## src/source/spi_link_pkg.sv

```systemverilog
`default_nettype none

package spi_link_pkg;

	//////////////////////////////
	// Link defaults
	//////////////////////////////

	// Bits per transfer, shifted MSB first
	parameter int SPI_WORD_WIDTH = 32;

	// SCK half period is SPI_CLK_DIV+1 system cycles
	parameter int SPI_CLK_DIV = 1;

	//////////////////////////////
	// Master state encoding
	//////////////////////////////

	// IDLE    chip select high, waiting for a trigger
	// SELECT  chip select low, waiting for the first SCK rise
	// SHIFT   SCK running, one bit per period
	// FINISH  one cycle, done pulse and chip select back high
	typedef enum logic [1:0] {
		IDLE   = 2'd0,
		SELECT = 2'd1,
		SHIFT  = 2'd2,
		FINISH = 2'd3
	} spi_state_t;

endpackage

`default_nettype wire

```

## src/source/spi_clk_conditioner.sv

```systemverilog
`default_nettype none

module spi_clk_conditioner #(
	parameter int DIV = spi_link_pkg::SPI_CLK_DIV
) (
	input  logic CLK50MHZ,
	input  logic RST,
	output logic clk_hf,
	output logic clk_pos_trig,
	output logic clk_neg_trig
);

	// Counter wide enough to reach DIV, one bit minimum
	localparam int CNT_W = (DIV > 0) ? $clog2(DIV + 1) : 1;
	localparam logic [CNT_W-1:0] CNT_LAST = CNT_W'(DIV);

	logic [CNT_W-1:0] cnt;
	logic             terminal;

	//////////////////////////////
	// Half period counter
	//////////////////////////////

	// Terminal count ends each half period of clk_hf
	assign terminal = (cnt == CNT_LAST);

	always_ff @(posedge CLK50MHZ) begin
		if (RST) begin
			cnt <= '0;
		end else if (terminal) begin
			cnt <= '0;
		end else begin
			cnt <= cnt + CNT_W'(1);
		end
	end

	//////////////////////////////
	// Square wave
	//////////////////////////////

	// Starts low after reset, toggles once per half period
	always_ff @(posedge CLK50MHZ) begin
		if (RST) begin
			clk_hf <= 1'b0;
		end else if (terminal) begin
			clk_hf <= ~clk_hf;
		end
	end

	//////////////////////////////
	// Edge strobes
	//////////////////////////////

	// Both strobes lead the edge of clk_hf by one system cycle
	// Low clk_hf at terminal count means a rising edge comes next
	assign clk_pos_trig = terminal & ~clk_hf;

	// High clk_hf at terminal count means a falling edge comes next
	assign clk_neg_trig = terminal & clk_hf;

endmodule

`default_nettype wire

```

## src/source/spi_master.sv

```systemverilog
`default_nettype none

module spi_master #(
	parameter int WIDTH = spi_link_pkg::SPI_WORD_WIDTH,
	parameter int DIV   = spi_link_pkg::SPI_CLK_DIV
) (
	input  logic             CLK50MHZ,
	input  logic             RST,
	// SPI pins
	output logic             spi_sck,
	output logic             spi_cs,
	input  logic             spi_miso,
	output logic             spi_mosi,
	// User side
	input  logic [WIDTH-1:0] data_in,
	output logic [WIDTH-1:0] data_out,
	input  logic             spi_trig,
	output logic             spi_done,
	output logic             spi_busy
);

	import spi_link_pkg::*;

	// Bit counter has to hold the value WIDTH itself
	localparam int CNT_W = $clog2(WIDTH + 1);
	localparam logic [CNT_W-1:0] CNT_LAST = CNT_W'(WIDTH);

	logic             clk_hf;
	logic             clk_pos_trig;
	logic             clk_neg_trig;

	spi_state_t       state;
	spi_state_t       state_next;

	logic [WIDTH-1:0] shift_reg;
	logic [CNT_W-1:0] bit_cnt;

	logic             accept;
	logic             last_bit;
	logic             sample;
	logic             advance;

	//////////////////////////////
	// SCK generation
	//////////////////////////////

	spi_clk_conditioner #(
		.DIV(DIV)
	) spi_clk_conditioner_inst (
		.CLK50MHZ    (CLK50MHZ),
		.RST         (RST),
		.clk_hf      (clk_hf),
		.clk_pos_trig(clk_pos_trig),
		.clk_neg_trig(clk_neg_trig)
	);

	//////////////////////////////
	// Control decode
	//////////////////////////////

	// Trigger only counts while no transfer is running
	assign accept = spi_trig & ~spi_busy;

	// All WIDTH bits have been sampled
	assign last_bit = (bit_cnt == CNT_LAST);

	// MISO is taken at every rising edge until the word is full
	assign sample = clk_pos_trig & spi_busy & ~last_bit;

	// MOSI moves on the falling edges inside SHIFT only
	assign advance = clk_neg_trig & (state == SHIFT);

	//////////////////////////////
	// Transfer FSM
	//////////////////////////////

	always_comb begin
		state_next = state;
		case (state)
			IDLE: begin
				if (accept)
					state_next = SELECT;
			end
			SELECT: begin
				// First rising edge starts the clock on the pin
				if (clk_pos_trig)
					state_next = SHIFT;
			end
			SHIFT: begin
				// Wait for the fall that ends the last bit period
				if (clk_neg_trig && last_bit)
					state_next = FINISH;
			end
			FINISH: begin
				// Busy is already low here, so a new trigger is taken
				if (accept)
					state_next = SELECT;
				else
					state_next = IDLE;
			end
			default: begin
				state_next = IDLE;
			end
		endcase
	end

	always_ff @(posedge CLK50MHZ) begin
		if (RST) begin
			state <= IDLE;
		end else begin
			state <= state_next;
		end
	end

	//////////////////////////////
	// Shift register and count
	//////////////////////////////

	// Word to send on entry, received word builds up from the LSB side
	always_ff @(posedge CLK50MHZ) begin
		if (RST) begin
			shift_reg <= '0;
			bit_cnt   <= '0;
		end else if (accept) begin
			shift_reg <= data_in;
			bit_cnt   <= '0;
		end else if (sample) begin
			shift_reg <= {shift_reg[WIDTH-2:0], spi_miso};
			bit_cnt   <= bit_cnt + CNT_W'(1);
		end
	end

	//////////////////////////////
	// MOSI
	//////////////////////////////

	// MSB goes out together with chip select
	// After each rise the next bit sits at the top of the shift register
	always_ff @(posedge CLK50MHZ) begin
		if (RST) begin
			spi_mosi <= 1'b0;
		end else if (accept) begin
			spi_mosi <= data_in[WIDTH-1];
		end else if (advance) begin
			if (last_bit)
				spi_mosi <= 1'b0;
			else
				spi_mosi <= shift_reg[WIDTH-1];
		end
	end

	//////////////////////////////
	// Outputs
	//////////////////////////////

	// Clock reaches the pin only in SHIFT, so it idles low
	assign spi_sck = (state == SHIFT) ? clk_hf : 1'b0;

	assign spi_busy = (state == SELECT) || (state == SHIFT);

	// Chip select is low exactly while busy
	assign spi_cs = ~spi_busy;

	assign spi_done = (state == FINISH);

	// Holds the received word from done until the next accepted trigger
	assign data_out = shift_reg;

endmodule

`default_nettype wire

```

## src/source/spi_link_top.sv

```systemverilog
`default_nettype none

module spi_link_top #(
	parameter int WIDTH = spi_link_pkg::SPI_WORD_WIDTH,
	parameter int DIV   = spi_link_pkg::SPI_CLK_DIV
) (
	input  logic             CLK50MHZ,
	input  logic             RST,
	// SPI pins
	output logic             spi_sck,
	output logic             spi_cs,
	input  logic             spi_miso,
	output logic             spi_mosi,
	// User side
	input  logic [WIDTH-1:0] data_in,
	output logic [WIDTH-1:0] data_out,
	input  logic             spi_trig,
	output logic             spi_done,
	output logic             spi_busy
);

	//////////////////////////////
	// SPI master
	//////////////////////////////

	// Word width and divider come straight from this level
	spi_master #(
		.WIDTH(WIDTH),
		.DIV  (DIV)
	) spi_master_inst (
		.CLK50MHZ(CLK50MHZ),
		.RST     (RST),
		// Pin side
		.spi_sck (spi_sck),
		.spi_cs  (spi_cs),
		.spi_miso(spi_miso),
		.spi_mosi(spi_mosi),
		// User side
		.data_in (data_in),
		.data_out(data_out),
		.spi_trig(spi_trig),
		.spi_done(spi_done),
		.spi_busy(spi_busy)
	);

endmodule

`default_nettype wire

```

## config.mk

```make
export PLATFORM = sky130hd
export DESIGN_NAME = spi_link_top
export DESIGN_NICKNAME = d
export VERILOG_FILES = /design/src/source/spi_link_pkg.sv /design/src/source/spi_clk_conditioner.sv /design/src/source/spi_master.sv /design/src/source/spi_link_top.sv
export SDC_FILE = /design/constraint.sdc
export NUM_CORES = 1
export LEC_CHECK = 0
export BUFFER_PORTS_ARGS = -buffer_cell sky130_fd_sc_hd__buf_4
export CAP_MARGIN = 30
export CORE_ASPECT_RATIO = 2
export CORE_UTILIZATION = 50
export CTS_BUF_LIST = sky130_fd_sc_hd__clkbuf_8
export DETAILED_ROUTE_END_ITERATION = 16
export HOLD_SLACK_MARGIN = 0.02
export PLACE_DENSITY = 0.81
export RECOVER_POWER = 50
export SETUP_SLACK_MARGIN = 0.15
export SYNTH_ARGS = -nofsm -noshare
export SYNTH_HDL_FRONTEND = slang
export SYNTH_SLANG_ARGS = --single-unit
```

## constraint.sdc

```tcl
create_clock -name CLK50MHZ -period 2.6 [get_ports CLK50MHZ]
set_clock_uncertainty 0.1 [all_clocks]
set_input_delay 0.78 -clock CLK50MHZ [delete_from_list [all_inputs] [get_ports CLK50MHZ]]
set_output_delay 0.78 -clock CLK50MHZ [all_outputs]
set_load 0.05 [all_outputs]
```

# Yosys cells after proc, flatten, opt, wreduce, memory -nomap -nowiden

Index checks and enable logic that the tools add are counted.

Flip-flop bits (word level): 43
Input port bits: 36
Output and inout bits: 37
Logic and storage cells: 43

Equal/unequal tests: 7
Bitwise operators: 9
Multiplexer cells: 11
Add/subtract/negate cells: 2
Reduce and logical (&&, ||, !) cells: 8

Operators with widths:

| kind                | count |
|---|---|
| $mux 32             | 2 |
| $pmux 2 s4          | 1 |
| $add 6x1->6 const B | 1 |
| $and 1x1->1         | 6 |
| $eq 6x6->1 const B  | 1 |
| $mux 2              | 3 |
| $ne 2x1->1 const B  | 3 |
| $mux 1              | 5 |
| $eq 2x2->1 const B  | 2 |
| $reduce_bool 2->1   | 2 |
| $reduce_or 2->1     | 2 |
| $not 1->1           | 3 |
| $reduce_and 3->1    | 1 |
| $eq 2x1->1 const B  | 1 |
| $logic_not 2->1     | 1 |
| $add 1x1->1 const B | 1 |
| $logic_and 1x1->1   | 1 |
| $logic_or 1x1->1    | 1 |

# Longest topological paths before layout

Gate-level depths: netlist of run 1.

Depth after elaboration: 6
Depth in mapped cells: 8
Mapped depth without buffers: 6

# Cells and area by module

A second synthesis of run 1 with hierarchy kept.

Cell total of the unflattened synthesis: 253
Area total of the unflattened synthesis: 2,003.2 um^2

Modules (own cells, without submodules):

| module              | instances | seq. area each (um^2) | area each (um^2) | cells each |
|---|---|---|---|---|
| spi_master          | 1         | 820.8                 | 1,933.1          | 246 |
| spi_clk_conditioner | 1         | 40.0                  | 70.1             | 7 |

# Worst setup path after synthesis of run 1

Ideal clock, no wire load.

Path type: register -> output
Start point: reg spi_master_inst.state[0]
End point: out spi_cs
Slack: 0.295 ns
Cell stages (with the launch flop): 4
Data required time: 1.720 ns
Path buffers: 0
Arrival time: 1.425 ns
Path through: dfxtp_1 > inv_1 > ha_1 > inv_1

Cells in the longest elaborated chain, start to end: 3
Elaborated cells between the ends (all ways): 4
Classes of those cells: 2 x eq/ne; 1 x bitwise; 1 x reduce/logical

RTL lines:

| what                                     | RTL line           | text |
|---|---|---|
| from (decl)                              | spi_master.sv:32   | `spi_state_t state;` |
| from (signal assigned)                   | spi_master.sv:111  | `state <= state_next;` |
| $eq 2x1->1 or $eq 2x2->1 (tied branches) | spi_master.sv:159  | `assign spi_busy = (state == SELECT) \|\| (state == SHIFT);` |
| $logic_or 1x1->1 *                       | spi_master.sv:159  |  |
| via spi_busy                             | spi_link_top.sv:19 | `output logic spi_busy` |
| $not 1->1 *                              | spi_master.sv:162  | `assign spi_cs = ~spi_busy;` |
| to (decl)                                | spi_link_top.sv:11 | `output logic spi_cs,` |

Mark *: on every way through the listed nets, which the timed path passes. The rest lies on a longest branch.

# Final worst setup path of run 1

Start point: reg spi_master_inst.state[0]
End point: out spi_cs

Cells in the longest elaborated chain, start to end: 3
Elaborated cells between the ends (all ways): 4
Classes of those cells: 2 x eq/ne; 1 x bitwise; 1 x reduce/logical

RTL lines:

| what                                     | RTL line |
|---|---|
| $eq 2x1->1 or $eq 2x2->1 (tied branches) | spi_master.sv:159 |
| $logic_or 1x1->1 *                       | spi_master.sv:159 |
| $not 1->1 *                              | spi_master.sv:162 |

Mark *: on every way between the ends. The rest lies on a longest branch, timed or not.

==> summary.md, run 1 <==
| Metric | Value |
|---|---|
| Nets | `323` |
| Final ANT Viol Nets | `0` |
| Worst-margin pin slew | `0.607 ns` |
| Most common cell in the netlist | `dfxtp_1` |
| Clk buf depth | `2` |
| Vias per inst | `5.17` |
| First-pass GRT wire length | `7.18 mm` |
| # port buffers | `72` |
| RSZ-0062 raised after global routing | `no` |
| Num ports | `73` |
| Post-CTS setup buffers | `0` |
| Gr usage total | `0.227` |
| Critical path fanouts, max | `6` |
| Clk Latency, worst-skew pair | `0.30 ns` |
| Hold_buf cts | `0` |
| Routed wire length | `4.44 mm` |
| DRT Pass-1 Iters | `2` |
| Sequential element share of the synthesized area | `0.425` |
| Final Hold Vio Count | `0` |
| Design Area, Final | `2560 µm²` |
| Top cells by area, synth | `dfxtp_1 (42%), mux2i_1 (17%), a21oi_1 (8.9%)` |
| Synthesis-stage register bit count | `43` |
| Final min period | `2.36 ns` |
| Psw | `1.60 mW` |
| Layout area overhead | `26.4%` |
| Reg clk slew, reported paths | `0.08 ns` |
| Slowest cell delay on critical path | `0.43 ns` |
| Power, Total | `3.17 mW` |
| Status | `completed` |
| Leakage | `1.20 nW` |
| Crit end category | `output pin` |
| Non-filler cells, final | `332` |
| Synth top area share | `0.425` |
| Post-Syn Area per Cell | `9.60 µm²` |
| Commonest cells post-synth | `dfxtp_1 (43), a21oi_1 (36), mux2i_1 (35)` |
| Sw frac | `0.505` |
| Syn nets | `254` |
| Drt wl/cell | `13.4 µm` |
| Tcrit/Tclk final | `0.909` |
| Most frequent CP cell | `inv_1` |
| Worst rel slew slack | `0.597` |
| DR vias | `1718` |
| Critical path class | `flip-flop to output pin` |
| Placed cell area | `2590 µm²` |
| Starting density of the core | `0.522` |
| Max Fclk | `423 MHz` |
| CTS tree | `done` |
| Comb pwr share | `0.531` |
| Largest net degree at the start of global routing | `36` |
| Internal | `1.57 mW` |
| Post-DP HPWL | `3.22 mm` |
| Post-synth ARST share | `0` |
| Pre-CTS WS | `0.490 ns` |
| Most used flip-flop cell after synthesis | `dfxtp_1` |
| Setup-failing EPs final | `0` |
| Placer Congestion | `0.841` |
| Crit path cell chain | `inv_1 > ha_1 > inv_1 > buf_4` |
| Ys Warns | `0` |
| Worst Path Required | `1.72 ns` |
| Root Buffer | `clkbuf_8` |
| Post_cts resized | `0` |
| Global route overflow | `0` |
| H-Tree Depth | `2` |
| Worst setup SP type | `flip-flop` |
| Crit path buffers/inverters | `3` |
| Setup ws final | `0.237 ns` |
| Initial antenna violation count | `0` |
| Core ar. | `3880 µm²` |
| Number of global-route vias before repair | `1731` |
| Die Span Y | `92.0 µm` |
| Num CTS Buffers | `5` |
| Fill count | `365` |
| TNS Setup | `0 ns` |
| DRC errors left | `0` |
| Power share of the sequential group | `0.320` |
| Placed Instances | `324` |
| Crit path max-delay family | `flip-flops` |
| Cell accounting for the most synthesized area | `dfxtp_1` |
| Power Density | `1240 nW/µm²` |
| Slowest-stage cell, CP | `dfxtp_1` |
| Die width | `47.0 µm` |
| Die area | `4330 µm²` |
| 1st-iter DRT viols | `18` |
| Post-synthesis cell area | `2030 µm²` |
| EDFF count, synth | `0` |
| Hold Crit Class | `flip-flop to flip-flop` |
| Critical path arrival | `1.48 ns` |
| CTS Sinks | `43` |
| Clock share of power | `0.149` |
| # diodes | `0` |
| Cell Rows | `32` |
| Peak supply drop | `756 µV` |
| Max-Cap Viols | `0` |
| Syn Inst Count | `211` |
| Share of layout cells above drive strength 1 | `0.203` |
| Max-slew violations | `0` |
| Cell variety after synth | `28` |
## sequential cells by signal, summed over array words and instances, names as in the netlist
name                                             cells
spi_master_inst.spi_mosi                             1
spi_master_inst.spi_clk_conditioner_inst.clk_hf      1
spi_master_inst.bit_cnt                              6
spi_master_inst.spi_clk_conditioner_inst.cnt         1
spi_master_inst.data_out                            32
spi_master_inst.state                                2
## metrics by stage
| step | hold slack, ns | util |
|---|---|---|
| finish | 0.409 | 0.659 |
| global route | 0.442 | 0.659 |
| CTS | 0.413 | 0.693 |
| detailed placement | 0.396 | 0.666 |
| global placement | 0.393 | 0.666 |
| floorplan | 0.352 | - |
## layout make-up
cell class | count | area, µm² | area share
well taps | 51 | 63.8 | 0.0249
flip-flops and latches | 43 | 861 | 0.336
repair buffers | 77 | 472 | 0.184
multi-input cells | 147 | 1040 | 0.405
clock inverters | 1 | 7.51 | 0.00293
clock buffers | 7 | 96.3 | 0.0376
inverters | 6 | 22.5 | 0.00880
## layer usage
| layer | vias to the layer above | GRT usage | routed length, µm |
|---|---|---|---|
| met2 | 46 | 0.421 | 2630 |
| met4 | 0 | 0.0976 | 104 |
| met3 | 8 | 0.0492 | 157 |
| met5 | - | 0 | 0 |
| met1 | 776 | 0.215 | 1550 |
| li1 | 888 | - | - |
## worst reg2reg max path: stages (launching register included)
cell and delay (ns):
dfxtp_1 0.43, inv_1 0.12, ha_1 0.37, and3b_2 0.29
o21ai_4 0.14, buf_12 0.27, mux2i_1 0.22, a21oi_1 0.08
## worst paths after layout
kind,start,depth (start not counted),slack [ns],end
setup / recovery,spi_master_inst.state[0]$_SDFFE_PP0P_,4,0.24,spi_cs
hold / removal,spi_master_inst.state[1]$_SDFFE_PP0P_,2,0.41,spi_master_inst.state[1]$_SDFFE_PP0P_
setup reg to reg,spi_master_inst.state[0]$_SDFFE_PP0P_,7,0.46,spi_master_inst.data_out[24]$_SDFFE_PP0P_
hold reg to reg,spi_master_inst.state[1]$_SDFFE_PP0P_,2,0.41,spi_master_inst.state[1]$_SDFFE_PP0P_
## kinds of logic (layout without fill, tap and decap cells)
group,after synthesis,count (layout),share of synthesized area
mux,35,35,0.173
simple gates,25,25,0.0735
fa+ha+maj,7,7,0.0432
xor+xnor,5,5,0.0216
compound gates,75,75,0.196
buf+inv,21,91,0.0679
flops,43,43,0.425
## layout by cell type (no fill, tap or decap), types with 2 or more instances in the layout
master	instances
clkbuf_1	35
inv_1	5
a21oi_1	36
nand4_1	2
dfxtp_1	43
buf_4	40
nand2_1	6
nand2b_1	2
mux2i_1	35
o21ai_0	34
buf_12	2
clkbuf_8	7
and2_1	2
xor2_1	4
ha_1	7
nor2_1	7
## power by group through the flow
stage / clock network (mW) / registers, mW / logic [mW]
2_1_floorplan: 0 / 1.61 / 0.767
3_3_place_gp: 0 / 1.03 / 1.81
3_5_place_dp: 0 / 1.04 / 1.84
4_1_cts: 0.483 / 1.02 / 1.85
5_1_grt: 0.504 / 1.04 / 1.80
6_report: 0.472 / 1.02 / 1.68
Power figures use the tool's default switching activity.
==> inputs of run 2 (changes only) <==
--- a/config.mk
+++ b/config.mk
@@ -8,11 +8,11 @@
 export BUFFER_PORTS_ARGS = -buffer_cell sky130_fd_sc_hd__buf_4
 export CAP_MARGIN = 30
 export CORE_ASPECT_RATIO = 2
-export CORE_UTILIZATION = 50
+export CORE_UTILIZATION = 51
 export CTS_BUF_LIST = sky130_fd_sc_hd__clkbuf_8
 export DETAILED_ROUTE_END_ITERATION = 16
 export HOLD_SLACK_MARGIN = 0.02
-export PLACE_DENSITY = 0.81
+export PLACE_DENSITY_LB_ADDON = 0.25
 export RECOVER_POWER = 50
 export SETUP_SLACK_MARGIN = 0.15
 export SYNTH_ARGS = -nofsm -noshare
==> run 2 against run 1 <==
Compared with the run above:
- count of clock-buffer cells in the layout is 1 lower
- via count rose by 0.93%
- sequential share of layout area about the same
- maximum frequency is 2.0% higher
- non-clock buffer count down 1
- sequential power barely moved
- largest power group unchanged
==> summary.md, run 2 (same netlist as run 1, synthesis figures left out) <==
| Metric | Value |
|---|---|
| # port buffers | `72 (unchanged)` |
| Cell Rows | `32 (unchanged)` |
| Crit end category | `output pin` |
| Critical path arrival | `1.44 ns (-0.04 ns)` |
| Num ports | `73 (unchanged)` |
| Worst-margin pin slew | `0.674 ns (+0.0667 ns)` |
| Largest net degree at the start of global routing | `31 (-14%)` |
| Design Area, Final | `2560 µm² (about the same)` |
| Max-slew violations | `0 (unchanged)` |
| Root Buffer | `clkbuf_8` |
| Non-filler cells, final | `331 (-0.30%)` |
| Worst Path Required | `1.72 ns (about the same)` |
| Placer Congestion | `0.769 (-8.5%)` |
| Status | `completed` |
| Die area | `4240 µm² (-1.9%)` |
| Worst setup SP type | `flip-flop` |
| CTS tree | `done` |
| Nets | `322 (-0.31%)` |
| # diodes | `0 (unchanged)` |
| Worst rel slew slack | `0.549 (-0.0479)` |
| Post-layout util | `0.665 (+0.00622)` |
| Leakage | `1.21 nW (+0.46%)` |
| Number of global-route vias before repair | `1634 (-5.6%)` |
| Largest register FFs | `32 (unchanged)` |
| CTS Sinks | `43 (unchanged)` |
| Footprint of the multi-input gates | `1030 µm² (-0.84%)` |
| Commonest non-fill, non-tap cells in the layout | `dfxtp_1 (43), buf_4 (39), a21oi_1 (36)` |
| Hold_buf cts | `0 (unchanged)` |
| Reg clk slew, reported paths | `0.08 ns (about the same)` |
| Layout area overhead | `26.3% (about the same)` |
| Die Span Y | `91.1 µm (-0.96%)` |
| Post_cts resized | `0 (unchanged)` |
| Placed cell area | `2580 µm² (-0.29%)` |
| Global route overflow | `0 (unchanged)` |
| TNS Setup | `0 ns (unchanged)` |
| Max Fclk | `431 MHz (+2.0%)` |
| Post-CTS setup buffers | `0 (unchanged)` |
| Worst R2R Path Depth | `7 (unchanged)` |
| Global Route met2 Usage | `0.388 (-0.0336)` |
| H-Tree Depth | `2 (unchanged)` |
| Critical path fanouts, max | `6 (unchanged)` |
| Met3 usage | `0.0437 (-0.00548)` |
| 1st-iter DRT viols | `14 (-4)` |
| Hold path cells | `1 (-1)` |
| Setup-failing EPs final | `0 (unchanged)` |
| Gr usage total | `0.218 (-0.00840)` |
| Die width | `46.6 µm (-0.94%)` |
| Starting density of the core | `0.527 (+0.00543)` |
| Commonest non-fill, non-tap cell in the layout | `dfxtp_1` |
| Clk Latency, worst-skew pair | `0.29 ns (about the same)` |
| Worst R2R End | `spi_master_inst.data_out[4]$_SDFFE_PP0P_` |
| Num CTS Buffers | `5 (unchanged)` |
| Register area | `861 µm² (unchanged)` |
| Power, Total | `3.20 mW (+0.94%)` |
| Routed wire length | `4.22 mm (-5.1%)` |
| Clk buf depth | `2 (unchanged)` |
| Final ANT Viol Nets | `0 (unchanged)` |
| Final Hold Vio Count | `0 (unchanged)` |
| DRC errors left | `0 (unchanged)` |
| Core ar. | `3840 µm² (-1.0%)` |
| Fill count | `395 (+8.2%)` |
| DR vias | `1734 (+0.93%)` |
| Hold Path End | `spi_master_inst.spi_clk_conditioner_inst.cnt$_SDFF_PP0_` |
| Share of layout cells above drive strength 1 | `0.193 (-0.00999)` |
| Met1 usage | `0.221 (+0.00624)` |
| Post-DP HPWL | `3.06 mm (-5.0%)` |
| Critical path class | `flip-flop to output pin` |
| GR peak layer | `met2` |
| Tcrit/Tclk final | `0.891 (-0.0176)` |
| Initial antenna violation count | `0 (unchanged)` |
| DRT Pass-1 Iters | `4 (+2)` |
| Final min period | `2.32 ns (-0.0457 ns)` |
| Vias per inst | `5.24 (+1.2%)` |
| Placed Instances | `323 (-0.31%)` |
| Power Density | `1250 nW/µm² (+1.0%)` |
| Max-Cap Viols | `0 (unchanged)` |
| FF-to-FF Start | `spi_master_inst.state[0]$_SDFFE_PP0P_` |
| R2R setup slack | `0.34 ns (-0.12 ns)` |
| First-pass GRT wire length | `6.91 mm (-3.7%)` |
| Hold Path Origin | `spi_master_inst.spi_clk_conditioner_inst.cnt$_SDFF_PP0_` |
| Hold Crit Class | `flip-flop to flip-flop` |
| Peak supply drop | `883 µV (+17%)` |
| Drt wl/cell | `12.7 µm (-4.8%)` |
| RSZ-0062 raised after global routing | `no` |
## run 2: through the flow
stage / hold slack [ns] / setup WS (ns)
6_report: 0.415 / 0.282
5_1_grt: 0.447 / 0.196
4_1_cts: 0.418 / 0.268
3_5_place_dp: 0.401 / 0.372
3_3_place_gp: 0.388 / 0.434
2_1_floorplan: 0.352 / 0.295
## run 2: worst max path at each step
stage                                                startpoint                                        end  slack (ns)
final                     spi_master_inst.state[0]$_SDFFE_PP0P_                                     spi_cs        0.28
after global routing      spi_master_inst.state[0]$_SDFFE_PP0P_                                     spi_cs        0.20
after CTS                 spi_master_inst.state[0]$_SDFFE_PP0P_                                     spi_cs        0.27
after detailed placement  spi_master_inst.state[0]$_SDFFE_PP0P_   spi_master_inst.data_out[5]$_SDFFE_PP0P_        0.37
after global placement    spi_master_inst.state[0]$_SDFFE_PP0P_  spi_master_inst.data_out[16]$_SDFFE_PP0P_        0.43
after floorplan           spi_master_inst.state[0]$_SDFFE_PP0P_                                     spi_cs        0.30
## run 2: final cells by class
type | count | share of cell area
Clock buffer | 6 | 0.0323
Clock inverter | 2 | 0.0137
Inverter | 6 | 0.00881
Multi-Input combinational cell | 147 | 0.402
Sequential cell | 43 | 0.337
Tap cell | 51 | 0.0250
Timing Repair Buffer | 76 | 0.182
## run 2: worst max-delay path: stages, from the launching register on
cell	delay, ns
dfxtp_1	0.42
inv_1	0.11
ha_1	0.36
inv_1	0.07
buf_4	0.19
## run 2: report_power, final
group / total, mW / switching [mW] / internal (mW)
clock network: 0.530 / 0.219 / 0.311
registers: 1.01 / 0.154 / 0.858
logic: 1.66 / 1.20 / 0.459
total: 3.20 / 1.57 / 1.63
## run 2: per-layer routing
metal | up-vias | share of wire
met1 | 793 | 0.36
met4 | 0 | 0.018
met2 | 53 | 0.58
met5 | - | 0
met3 | 8 | 0.040
li1 | 880 | -
